### config.mk
export PLATFORM = sky130hd
export DESIGN_NAME = ctrl_core
export DESIGN_NICKNAME = d
export VERILOG_FILES = /design/src/common/ctrl_pkg.sv /design/src/common/ctrl_regs_if.sv /design/src/set_decode.sv /design/src/setting_bank.sv /design/src/ctrl_outputs.sv /design/src/ctrl_core.sv
export SDC_FILE = /design/constraint.sdc
export NUM_CORES = 1
export LEC_CHECK = 0
export ABC_CLOCK_PERIOD_IN_PS = 2900
export BUFFER_PORTS_ARGS = -buffer_cell sky130_fd_sc_hd__buf_4
export CAP_MARGIN = 20
export CORE_ASPECT_RATIO = 0.7
export CORE_MARGIN = 4
export CORE_UTILIZATION = 60
export CTS_BUF_LIST = sky130_fd_sc_hd__clkbuf_2
export CTS_CLUSTER_SIZE = 12
export DETAILED_ROUTE_END_ITERATION = 10
export PLACE_DENSITY = 0.93
export SLEW_MARGIN = 20
export SYNTH_ARGS = -nofsm -noshare
export SYNTH_HDL_FRONTEND = slang
export SYNTH_SLANG_ARGS = --single-unit
### constraint.sdc
create_clock -name dsp_clk -period 2.9 [get_ports dsp_clk]
set_clock_uncertainty 0.1 [all_clocks]
set_input_delay 0.435 -clock dsp_clk [delete_from_list [all_inputs] [get_ports dsp_clk]]
set_output_delay 0.435 -clock dsp_clk [all_outputs]
set_load 0.05 [all_outputs]
### src/common/ctrl_pkg.sv
////////////////////
// Control register package
// Settings bus widths, register addresses and decode opcodes
////////////////////

package ctrl_pkg;

   ////////////////////
   // Settings bus
   ////////////////////

   localparam int SET_ADDR_W = 8;
   localparam int SET_DATA_W = 32;

   ////////////////////
   // Board pin groups
   ////////////////////

   // clock_ready, clk_en[1:0], clk_sel[1:0]
   localparam int CLK_OUT_W = 5;
   // enable, prbsen, loopen, rx_en
   localparam int SER_OUT_W = 4;
   // oe_a, on_a, oe_b, on_b
   localparam int ADC_OUT_W = 4;
   localparam int LED_W     = 8;

   ////////////////////
   // Register map
   ////////////////////

   typedef enum logic [SET_ADDR_W-1:0] {
      SR_CLK     = 8'd0,
      SR_SER     = 8'd1,
      SR_ADC     = 8'd2,
      SR_LED     = 8'd3,
      SR_PHY     = 8'd4,
      SR_DEBUG   = 8'd5,
      SR_ICACHE  = 8'd7,
      SR_LED_SRC = 8'd8
   } setting_addr_e;

   // Result of classifying one settings strobe
   typedef enum logic [1:0] {
      OP_NONE   = 2'd0,
      OP_WRITE  = 2'd1,
      OP_IGNORE = 2'd2
   } set_op_e;

endpackage

### src/common/ctrl_regs_if.sv
////////////////////
// Register contents from the setting bank to the output stage
////////////////////

`timescale 1ns/1ps

interface ctrl_regs_if import ctrl_pkg::*; ();

   logic [CLK_OUT_W-1:0]  clk_reg;
   logic [SER_OUT_W-1:0]  ser_reg;
   logic [ADC_OUT_W-1:0]  adc_reg;
   logic [LED_W-1:0]      led_sw;
   // Per bit, 1 selects hardware status
   logic [LED_W-1:0]      led_src;
   logic                  phy_reset;
   logic                  debug_sel;
   logic [SET_DATA_W-1:0] icache_reg;

   modport bank (
      output clk_reg, ser_reg, adc_reg, led_sw, led_src,
      output phy_reset, debug_sel, icache_reg
   );

   modport out (
      input clk_reg, ser_reg, adc_reg, led_sw, led_src,
      input phy_reset, debug_sel, icache_reg
   );

endinterface

### src/set_decode.sv
////////////////////
// Settings write decode
// Registers a strobe and classifies its address
////////////////////

`timescale 1ns/1ps

module set_decode import ctrl_pkg::*; (
   input  logic                  dsp_clk,
   input  logic                  arst_n_i,
   input  logic                  set_stb_i,
   input  logic [SET_ADDR_W-1:0] set_addr_i,
   input  logic [SET_DATA_W-1:0] set_data_i,
   output set_op_e               op_o,
   output setting_addr_e         sel_o,
   output logic [SET_DATA_W-1:0] data_o
);

   logic addr_known;

   // Address lands on one of the assigned registers
   always_comb begin
      case (set_addr_i)
         SR_CLK,
         SR_SER,
         SR_ADC,
         SR_LED,
         SR_PHY,
         SR_DEBUG,
         SR_ICACHE,
         SR_LED_SRC: addr_known = 1'b1;
         default:    addr_known = 1'b0;
      endcase
   end

   ////////////////////
   // Decode register
   ////////////////////

   always_ff @(posedge dsp_clk or negedge arst_n_i) begin
      if (!arst_n_i) begin
         op_o   <= OP_NONE;
         sel_o  <= SR_CLK;
         data_o <= '0;
      end else if (set_stb_i) begin
         op_o   <= addr_known ? OP_WRITE : OP_IGNORE;
         sel_o  <= setting_addr_e'(set_addr_i);
         data_o <= set_data_i;
      end else begin
         // Address and data hold, only the opcode drops
         op_o <= OP_NONE;
      end
   end

endmodule

### src/setting_bank.sv
////////////////////
// Setting register bank
// Loads decoded writes and pulses the cache flush
////////////////////

`timescale 1ns/1ps

module setting_bank import ctrl_pkg::*; (
   input  logic                  dsp_clk,
   input  logic                  arst_n_i,
   input  set_op_e               op_i,
   input  setting_addr_e         sel_i,
   input  logic [SET_DATA_W-1:0] data_i,
   ctrl_regs_if.bank             regs,
   output logic                  flush_icache_o
);

   logic write_en;

   assign write_en = (op_i == OP_WRITE);

   ////////////////////
   // Register bank
   ////////////////////

   // Each register keeps only the low bits of its field
   always_ff @(posedge dsp_clk or negedge arst_n_i) begin
      if (!arst_n_i) begin
         regs.clk_reg    <= '0;
         regs.ser_reg    <= '0;
         regs.adc_reg    <= '0;
         regs.led_sw     <= '0;
         regs.led_src    <= '0;
         regs.phy_reset  <= 1'b0;
         regs.debug_sel  <= 1'b0;
         regs.icache_reg <= '0;
      end else if (write_en) begin
         case (sel_i)
            SR_CLK:     regs.clk_reg    <= data_i[CLK_OUT_W-1:0];
            SR_SER:     regs.ser_reg    <= data_i[SER_OUT_W-1:0];
            SR_ADC:     regs.adc_reg    <= data_i[ADC_OUT_W-1:0];
            SR_LED:     regs.led_sw     <= data_i[LED_W-1:0];
            SR_PHY:     regs.phy_reset  <= data_i[0];
            SR_DEBUG:   regs.debug_sel  <= data_i[0];
            SR_ICACHE:  regs.icache_reg <= data_i;
            SR_LED_SRC: regs.led_src    <= data_i[LED_W-1:0];
            default: begin
            end
         endcase
      end
   end

   ////////////////////
   // Flush pulse
   ////////////////////

   // One cycle per write to the cache register, even with the same value
   always_ff @(posedge dsp_clk or negedge arst_n_i) begin
      if (!arst_n_i) begin
         flush_icache_o <= 1'b0;
      end else begin
         flush_icache_o <= write_en && (sel_i == SR_ICACHE);
      end
   end

endmodule

### src/ctrl_outputs.sv
////////////////////
// Output stage
// Board pins, LED mux and register readback
////////////////////

`timescale 1ns/1ps

module ctrl_outputs import ctrl_pkg::*; (
   input  logic                  dsp_clk,
   input  logic                  arst_n_i,
   ctrl_regs_if.out              regs,
   input  logic                  clk_status_i,
   input  logic                  serdes_link_up_i,
   input  logic                  rb_stb_i,
   input  logic [SET_ADDR_W-1:0] rb_addr_i,
   output logic                  clock_ready_o,
   output logic [1:0]            clk_en_o,
   output logic [1:0]            clk_sel_o,
   output logic                  ser_enable_o,
   output logic                  ser_prbsen_o,
   output logic                  ser_loopen_o,
   output logic                  ser_rx_en_o,
   output logic                  adc_oe_a_o,
   output logic                  adc_on_a_o,
   output logic                  adc_oe_b_o,
   output logic                  adc_on_b_o,
   output logic                  phy_reset_n_o,
   output logic [LED_W-1:0]      leds_o,
   output logic                  debug_sel_o,
   output logic [SET_DATA_W-1:0] rb_data_o,
   output logic                  rb_ack_o
);

   logic [LED_W-1:0]      led_hw;
   logic [SET_DATA_W-1:0] rb_word;

   // Pin groups, high bit first
   assign {clock_ready_o, clk_en_o, clk_sel_o} = regs.clk_reg;
   assign {ser_enable_o, ser_prbsen_o, ser_loopen_o, ser_rx_en_o} = regs.ser_reg;
   assign {adc_oe_a_o, adc_on_a_o, adc_oe_b_o, adc_on_b_o} = regs.adc_reg;
   assign phy_reset_n_o = ~regs.phy_reset;
   assign debug_sel_o   = regs.debug_sel;

   ////////////////////
   // LEDs
   ////////////////////

   assign led_hw = {{(LED_W-2){1'b0}}, clk_status_i, serdes_link_up_i};
   assign leds_o = (regs.led_src & led_hw) | (~regs.led_src & regs.led_sw);

   ////////////////////
   // Readback
   ////////////////////

   always_comb begin
      case (rb_addr_i)
         SR_CLK:     rb_word = SET_DATA_W'(regs.clk_reg);
         SR_SER:     rb_word = SET_DATA_W'(regs.ser_reg);
         SR_ADC:     rb_word = SET_DATA_W'(regs.adc_reg);
         SR_LED:     rb_word = SET_DATA_W'(regs.led_sw);
         SR_PHY:     rb_word = SET_DATA_W'(regs.phy_reset);
         SR_DEBUG:   rb_word = SET_DATA_W'(regs.debug_sel);
         SR_ICACHE:  rb_word = regs.icache_reg;
         SR_LED_SRC: rb_word = SET_DATA_W'(regs.led_src);
         default:    rb_word = '0;
      endcase
   end

   // Ack and data valid for the one cycle after the strobe
   always_ff @(posedge dsp_clk or negedge arst_n_i) begin
      if (!arst_n_i) begin
         rb_ack_o  <= 1'b0;
         rb_data_o <= '0;
      end else begin
         rb_ack_o  <= rb_stb_i;
         rb_data_o <= rb_stb_i ? rb_word : '0;
      end
   end

endmodule

### src/ctrl_core.sv
////////////////////
// Control register core
// Settings decode, register bank and output stage
////////////////////

`timescale 1ns/1ps

module ctrl_core import ctrl_pkg::*; (
   input  logic                  dsp_clk,
   input  logic                  arst_n_i,
   // Settings write
   input  logic                  set_stb_i,
   input  logic [SET_ADDR_W-1:0] set_addr_i,
   input  logic [SET_DATA_W-1:0] set_data_i,
   // Readback
   input  logic                  rb_stb_i,
   input  logic [SET_ADDR_W-1:0] rb_addr_i,
   output logic [SET_DATA_W-1:0] rb_data_o,
   output logic                  rb_ack_o,
   // Hardware status
   input  logic                  clk_status_i,
   input  logic                  serdes_link_up_i,
   // Board control pins
   output logic                  clock_ready_o,
   output logic [1:0]            clk_en_o,
   output logic [1:0]            clk_sel_o,
   output logic                  ser_enable_o,
   output logic                  ser_prbsen_o,
   output logic                  ser_loopen_o,
   output logic                  ser_rx_en_o,
   output logic                  adc_oe_a_o,
   output logic                  adc_on_a_o,
   output logic                  adc_oe_b_o,
   output logic                  adc_on_b_o,
   output logic                  phy_reset_n_o,
   output logic [LED_W-1:0]      leds_o,
   output logic                  debug_sel_o,
   output logic                  flush_icache_o
);

   set_op_e               dec_op;
   setting_addr_e         dec_sel;
   logic [SET_DATA_W-1:0] dec_data;

   ctrl_regs_if regs_if ();

   set_decode set_decode_inst (
      .dsp_clk    (dsp_clk),
      .arst_n_i   (arst_n_i),
      .set_stb_i  (set_stb_i),
      .set_addr_i (set_addr_i),
      .set_data_i (set_data_i),
      .op_o       (dec_op),
      .sel_o      (dec_sel),
      .data_o     (dec_data)
   );

   setting_bank setting_bank_inst (
      .dsp_clk        (dsp_clk),
      .arst_n_i       (arst_n_i),
      .op_i           (dec_op),
      .sel_i          (dec_sel),
      .data_i         (dec_data),
      .regs           (regs_if.bank),
      .flush_icache_o (flush_icache_o)
   );

   ctrl_outputs ctrl_outputs_inst (
      .dsp_clk          (dsp_clk),
      .arst_n_i         (arst_n_i),
      .regs             (regs_if.out),
      .clk_status_i     (clk_status_i),
      .serdes_link_up_i (serdes_link_up_i),
      .rb_stb_i         (rb_stb_i),
      .rb_addr_i        (rb_addr_i),
      .clock_ready_o    (clock_ready_o),
      .clk_en_o         (clk_en_o),
      .clk_sel_o        (clk_sel_o),
      .ser_enable_o     (ser_enable_o),
      .ser_prbsen_o     (ser_prbsen_o),
      .ser_loopen_o     (ser_loopen_o),
      .ser_rx_en_o      (ser_rx_en_o),
      .adc_oe_a_o       (adc_oe_a_o),
      .adc_on_a_o       (adc_on_a_o),
      .adc_oe_b_o       (adc_oe_b_o),
      .adc_on_b_o       (adc_on_b_o),
      .phy_reset_n_o    (phy_reset_n_o),
      .leds_o           (leds_o),
      .debug_sel_o      (debug_sel_o),
      .rb_data_o        (rb_data_o),
      .rb_ack_o         (rb_ack_o)
   );

endmodule

# Yosys cells after proc, flatten, opt, wreduce, memory -nomap -nowiden
# Memory sizes are Yosys's and may differ from the RTL's.
# Cells that the tools add are included.
# classes
bitwise_logic,5
order_cmp,0
n_mul,0
div_mod_pow,0
n_addsub,0
n_mux,5
eq_ne,15
shifts,0
reduce_logical,12
# op_table
cell,count
32-bit one-hot mux with 8 select lines,1
"8-bit by 3-bit equality test with 1-bit output, second input constant",6
"8-bit by 2-bit equality test with 1-bit output, second input constant",4
32-bit two-way mux,1
"8-bit by 1-bit equality test with 1-bit output, second input constant",2
"8-bit by 4-bit equality test with 1-bit output, second input constant",2
8-bit logical NOT,2
2-bit AND reduction,8
8-bit by 2-bit bitwise AND with 8-bit output,1
8-bit bitwise AND,1
8-bit inverter,1
8-bit bitwise OR,1
4-bit logical NOT,1
2-bit two-way mux,2
"2-bit by 1-bit equality test with 1-bit output, second input constant",1
1-bit logical AND,1
1-bit two-way mux,1
1-bit inverter,1
# totals
ramBits,0
output_inout_bits,57
latch_bits,0
n_memories,1
input_bits,54
mem_bits_ro,16
word_cells,52
reg_bits,139
# memory_table
memory,depth,word_bits,rd,rd_ports_with_merged_regs,wr,line_no,rtl
(no name shown),16,1,1,0,0,set_decode.sv:23,case (set_addr_i)

# Logic depth before layout (Yosys ltp)
# depth
depth_word,4
ltp_mapped,6
ltp_nobuf,4

# Hierarchy
# From an unflattened synthesis, not the netlist that was laid out.
# hier_totals
hier_cells,389
hier_area_um2,5989.5
# modules_own_cells
module,area_per_inst_um2,n_inst,seq_area_each_um2,cells_each
setting_bank,2607.5,1,1601.5,147
set_decode,1770.4,1,1051.0,93
ctrl_outputs,1611.5,1,825.8,149

# Least setup slack after synthesis
# Ideal clock, no wire load.
# synth_path
path_type,reg-to-reg
start,register set_decode_inst.sel_o[4]
end,register setting_bank_inst.regs.ser_reg[0]
synth_period_minus_slack_ns,1.865
arrival_time_ns,1.641
setup_slack_ns,1.035
path_buffers,0
setup_time_ns,0.125
path_stages_with_launch,5
required_ns,2.675
path_cell_list,dfrtp_1 > or3_4 > nor3b_4 > and3b_1 > mux2_2
# synth_between
elab_chain_cells,2
# synth_lines
element,line_no,rtl
"start, declared",set_decode.sv:15,"output setting_addr_e sel_o,"
"start signal, assigned",set_decode.sv:47,sel_o <= setting_addr_e'(set_addr_i);
8-bit by 1-bit equality test with 1-bit output,setting_bank.sv:38,case (sel_i)
2-bit AND reduction (no source line),-,
"end signal, assigned",setting_bank.sv:40,SR_SER: regs.ser_reg <= data_i[SER_OUT_W-1:0];
"end, declared",ctrl_regs_if.sv:20,"output clk_reg, ser_reg, adc_reg, led_sw, led_src,"
# No other way between the ends.
# A chain may end at the register's enable or synchronous reset.

# Final worst setup path
# layout_path
start,register set_decode_inst.sel_o[4]
end,register setting_bank_inst.regs.icache_reg[27]
# layout_between
elab_chain_cells,2
# layout_lines
element,line_no,rtl
8-bit by 3-bit equality test with 1-bit output,setting_bank.sv:38,
2-bit AND reduction (no source line),-,
"end signal, assigned",setting_bank.sv:45,SR_ICACHE: regs.icache_reg <= data_i;
"end, declared",ctrl_regs_if.sv:21,"output phy_reset, debug_sel, icache_reg"
# No other way between the ends.

==> flow_summary.toml <==
[timing]
fin_crit_sh_pct = 78.8
rsz0062_at_grt = "no"
setup_violations = 0
hold_violations = 0
setup-tns-final_ns = 0
slew_headroom_pct = 54.4
min_period_ns = 2.29
maxClockFrequency_ghz = 0.438
worstMarginPinSlew_ns = 0.678
maxSlewViolCount = 0
hold-worst-slack_ns = 0.0750

[clock_network]
clk-insertion-delay-late_ns = 0.70
cts_buffers = 17
cts_tree = "done"
cts.sinks = 139
clkTransAtPathRegs_ns = 0.19
cts_buffer_depth = 2
cts.root.buffer_cell = "clkbuf_2"
postCtsResizedCells = 0
h-tree-depth = 4

[worst_setup_path]
r2r_setup_slack_ns = 0.61
worstSetupEndpointType = "flop"
crit_required_ns = 3.39
rr_startpoint = "set_decode_inst.sel_o[4]"
crit_type = "flop to flop"
timing.rr.end = "setting_bank_inst.regs.icache_reg[27]"
critPathMaxFanout = 18
crit_path_start_kind = "flop"
ff2ff_path_depth = 5
cp.arrival_ns = 2.78

[layout]
area_growth_pct = 28.4
stdcell_area_um2 = 7320
layout.nets = 593
finalCoreUtilization_pct = 79.8
drive_above_1_share_pct = 48.0
diodes = 0

[global_routing]
grt_usage_pct = 24.6
grt_pass1_vias = 3965
grt_max_degree = 70
gr-total-overflow = 0
antenna_found_initial = 0
grt_pass1_wl_mm = 21.0

[placement]
dp_hpwl_mm = 8.27
portBuffers = 110
dpl_cell_area_um2 = 6620
place_congestion = 0.825

[synth]
synth_top_area_share_pct = 61.0
synth_area_leaders = "dfrtp_1 61%, mux2_2 16%, mux2_4 7.6%, and2_1 2.6%, mux2i_1 1.1%"
async_reset_ff_share_pct = 100
synth_ff_type = "dfrtp_1"
synth.avg_cell_area_um2 = 15.0
syn_inst = 380
synth_cell_type_count = 41
synth_nets = 434
synth_edf_count = 0
synth_seq_cells = 139
synth_area_um2 = 5700
yosysWarnings = 0
yosysMostFrequentCell = "dfrtp_1"
synth_common_cells = "139 x dfrtp_1, 79 x mux2_2, 29 x mux2_4, 24 x and2_1, 9 x nor2b_1"
yosys.area.top_type = "dfrtp_1"
yosysSeqAreaShare_pct = 61.0

[floorplanning]
ioPinCount = 111
rows = 29
die-width_um = 125
die_h_um = 89.6
die_area_um2 = 11200
start_util_pct = 62.1
core_area_um2 = 9180

[detailed_routing]
vias_per_cell = 5.44
wirelength_mm = 12.7
wire_per_inst_um = 18.7
antenna_left = 0
first_iter_violations = 282
drc = 0
vias = 3680
first_pass_iters = 7

[flow_run]
cap_violations = 0

[power_and_ir_drop]
power_mw = 3.58
ir_drop_mv = 0.328
p_leak_nw = 3.70
power_density_nw_per_um2 = 489

[worst_hold_path]
whs_endpoint = "ctrl_outputs_inst.rb_data_o[1]"
hold_start = "rb_addr_i[3]"
hold_class = "input port to flop"
hold_depth = 3

[run_status]
outcome = "finished, final reports clean"
[stage by stage]
step | worst slack, ns | cells
after global routing | 0.522 | 676
final | 0.615 | 676
after floorplan | 1.03 | 380
after CTS | 0.598 | 676
after global placement | 0.688 | 601
after detailed placement | 0.614 | 601
[timing repair]
action / CTS / global route
buffers inserted: 0 / 0
endpoints found under the hold margin: 183 / 0
hold buffers: 43 / 0
[critical path, cell delays in order, from the launching register on]
cell     delay [ns]
dfrtp_1        0.41
or3_4          0.42
nor3b_4        0.30
nand3_4        0.34
buf_12         0.31
mux2_4         0.31
[layout by cell type, fill, tap and decap left out, drive strengths merged, types with 2 or more instances in the layout]
cell	instances
a21oi	8
a22o	2
a22oi	6
and2	24
and3	4
buf	114
bufinv	4
clkbuf	19
clkinv	6
clkinvlp	3
dfrtp	139
dlygate4sd3	43
inv	3
mux2	108
mux2i	6
nand2	8
nand2b	2
nand3	6
nand3b	2
nor2	7
nor2b	9
nor3	7
nor3b	2
nor4	3
o21a	2
o21ai	3
o2bb2ai	2
[power by group]
group,internal (mW),switching [mW]
combinational,0.157,0.120
sequential,2.00,0.0539
clock,0.565,0.688
[cell families after synthesis]
group | share of synthesized area (%)
flops | 61.0
compound gates | 3.38
simple gates | 8.93
mux | 24.3
buf+inv | 2.41
[final cells by class]
type / instances / area [um^2]
Inverter: 3 / 11.3
Clock inverter: 13 / 175
Sequential cell: 139 / 3480
Timing Repair Buffer: 157 / 1320
Clock buffer: 19 / 95.1
Tap cell: 124 / 155
Fill cell: 516 / 1860
Multi-Input combinational cell: 221 / 2090
[routing by layer]
| metal | global-route usage, % | vias up | wire [um] |
|---|---|---|---|
| met5 | 0 | - | 0 |
| met4 | 9.25 | 0 | 200 |
| met3 | 6.38 | 23 | 935 |
| met2 | 41.8 | 148 | 6350 |
| met1 | 31.3 | 1851 | 5180 |
| li1 | - | 1658 | - |
[how the worst max path moves through the flow]
stage	from	end	slack (ns)	depth (start not counted)
after global placement	set_decode_inst.sel_o[4]	setting_bank_inst.regs.icache_reg[16]	0.69	5
after detailed placement	set_decode_inst.sel_o[4]	setting_bank_inst.regs.icache_reg[27]	0.61	5
after global routing	set_decode_inst.sel_o[4]	setting_bank_inst.regs.icache_reg[14]	0.52	5
final	set_decode_inst.sel_o[4]	setting_bank_inst.regs.icache_reg[27]	0.61	5
after CTS	set_decode_inst.sel_o[4]	setting_bank_inst.regs.icache_reg[17]	0.60	5
after floorplan	set_decode_inst.sel_o[4]	setting_bank_inst.regs.ser_reg[0]	1.03	4
Note: power is estimated with default switching activity, not from simulation.
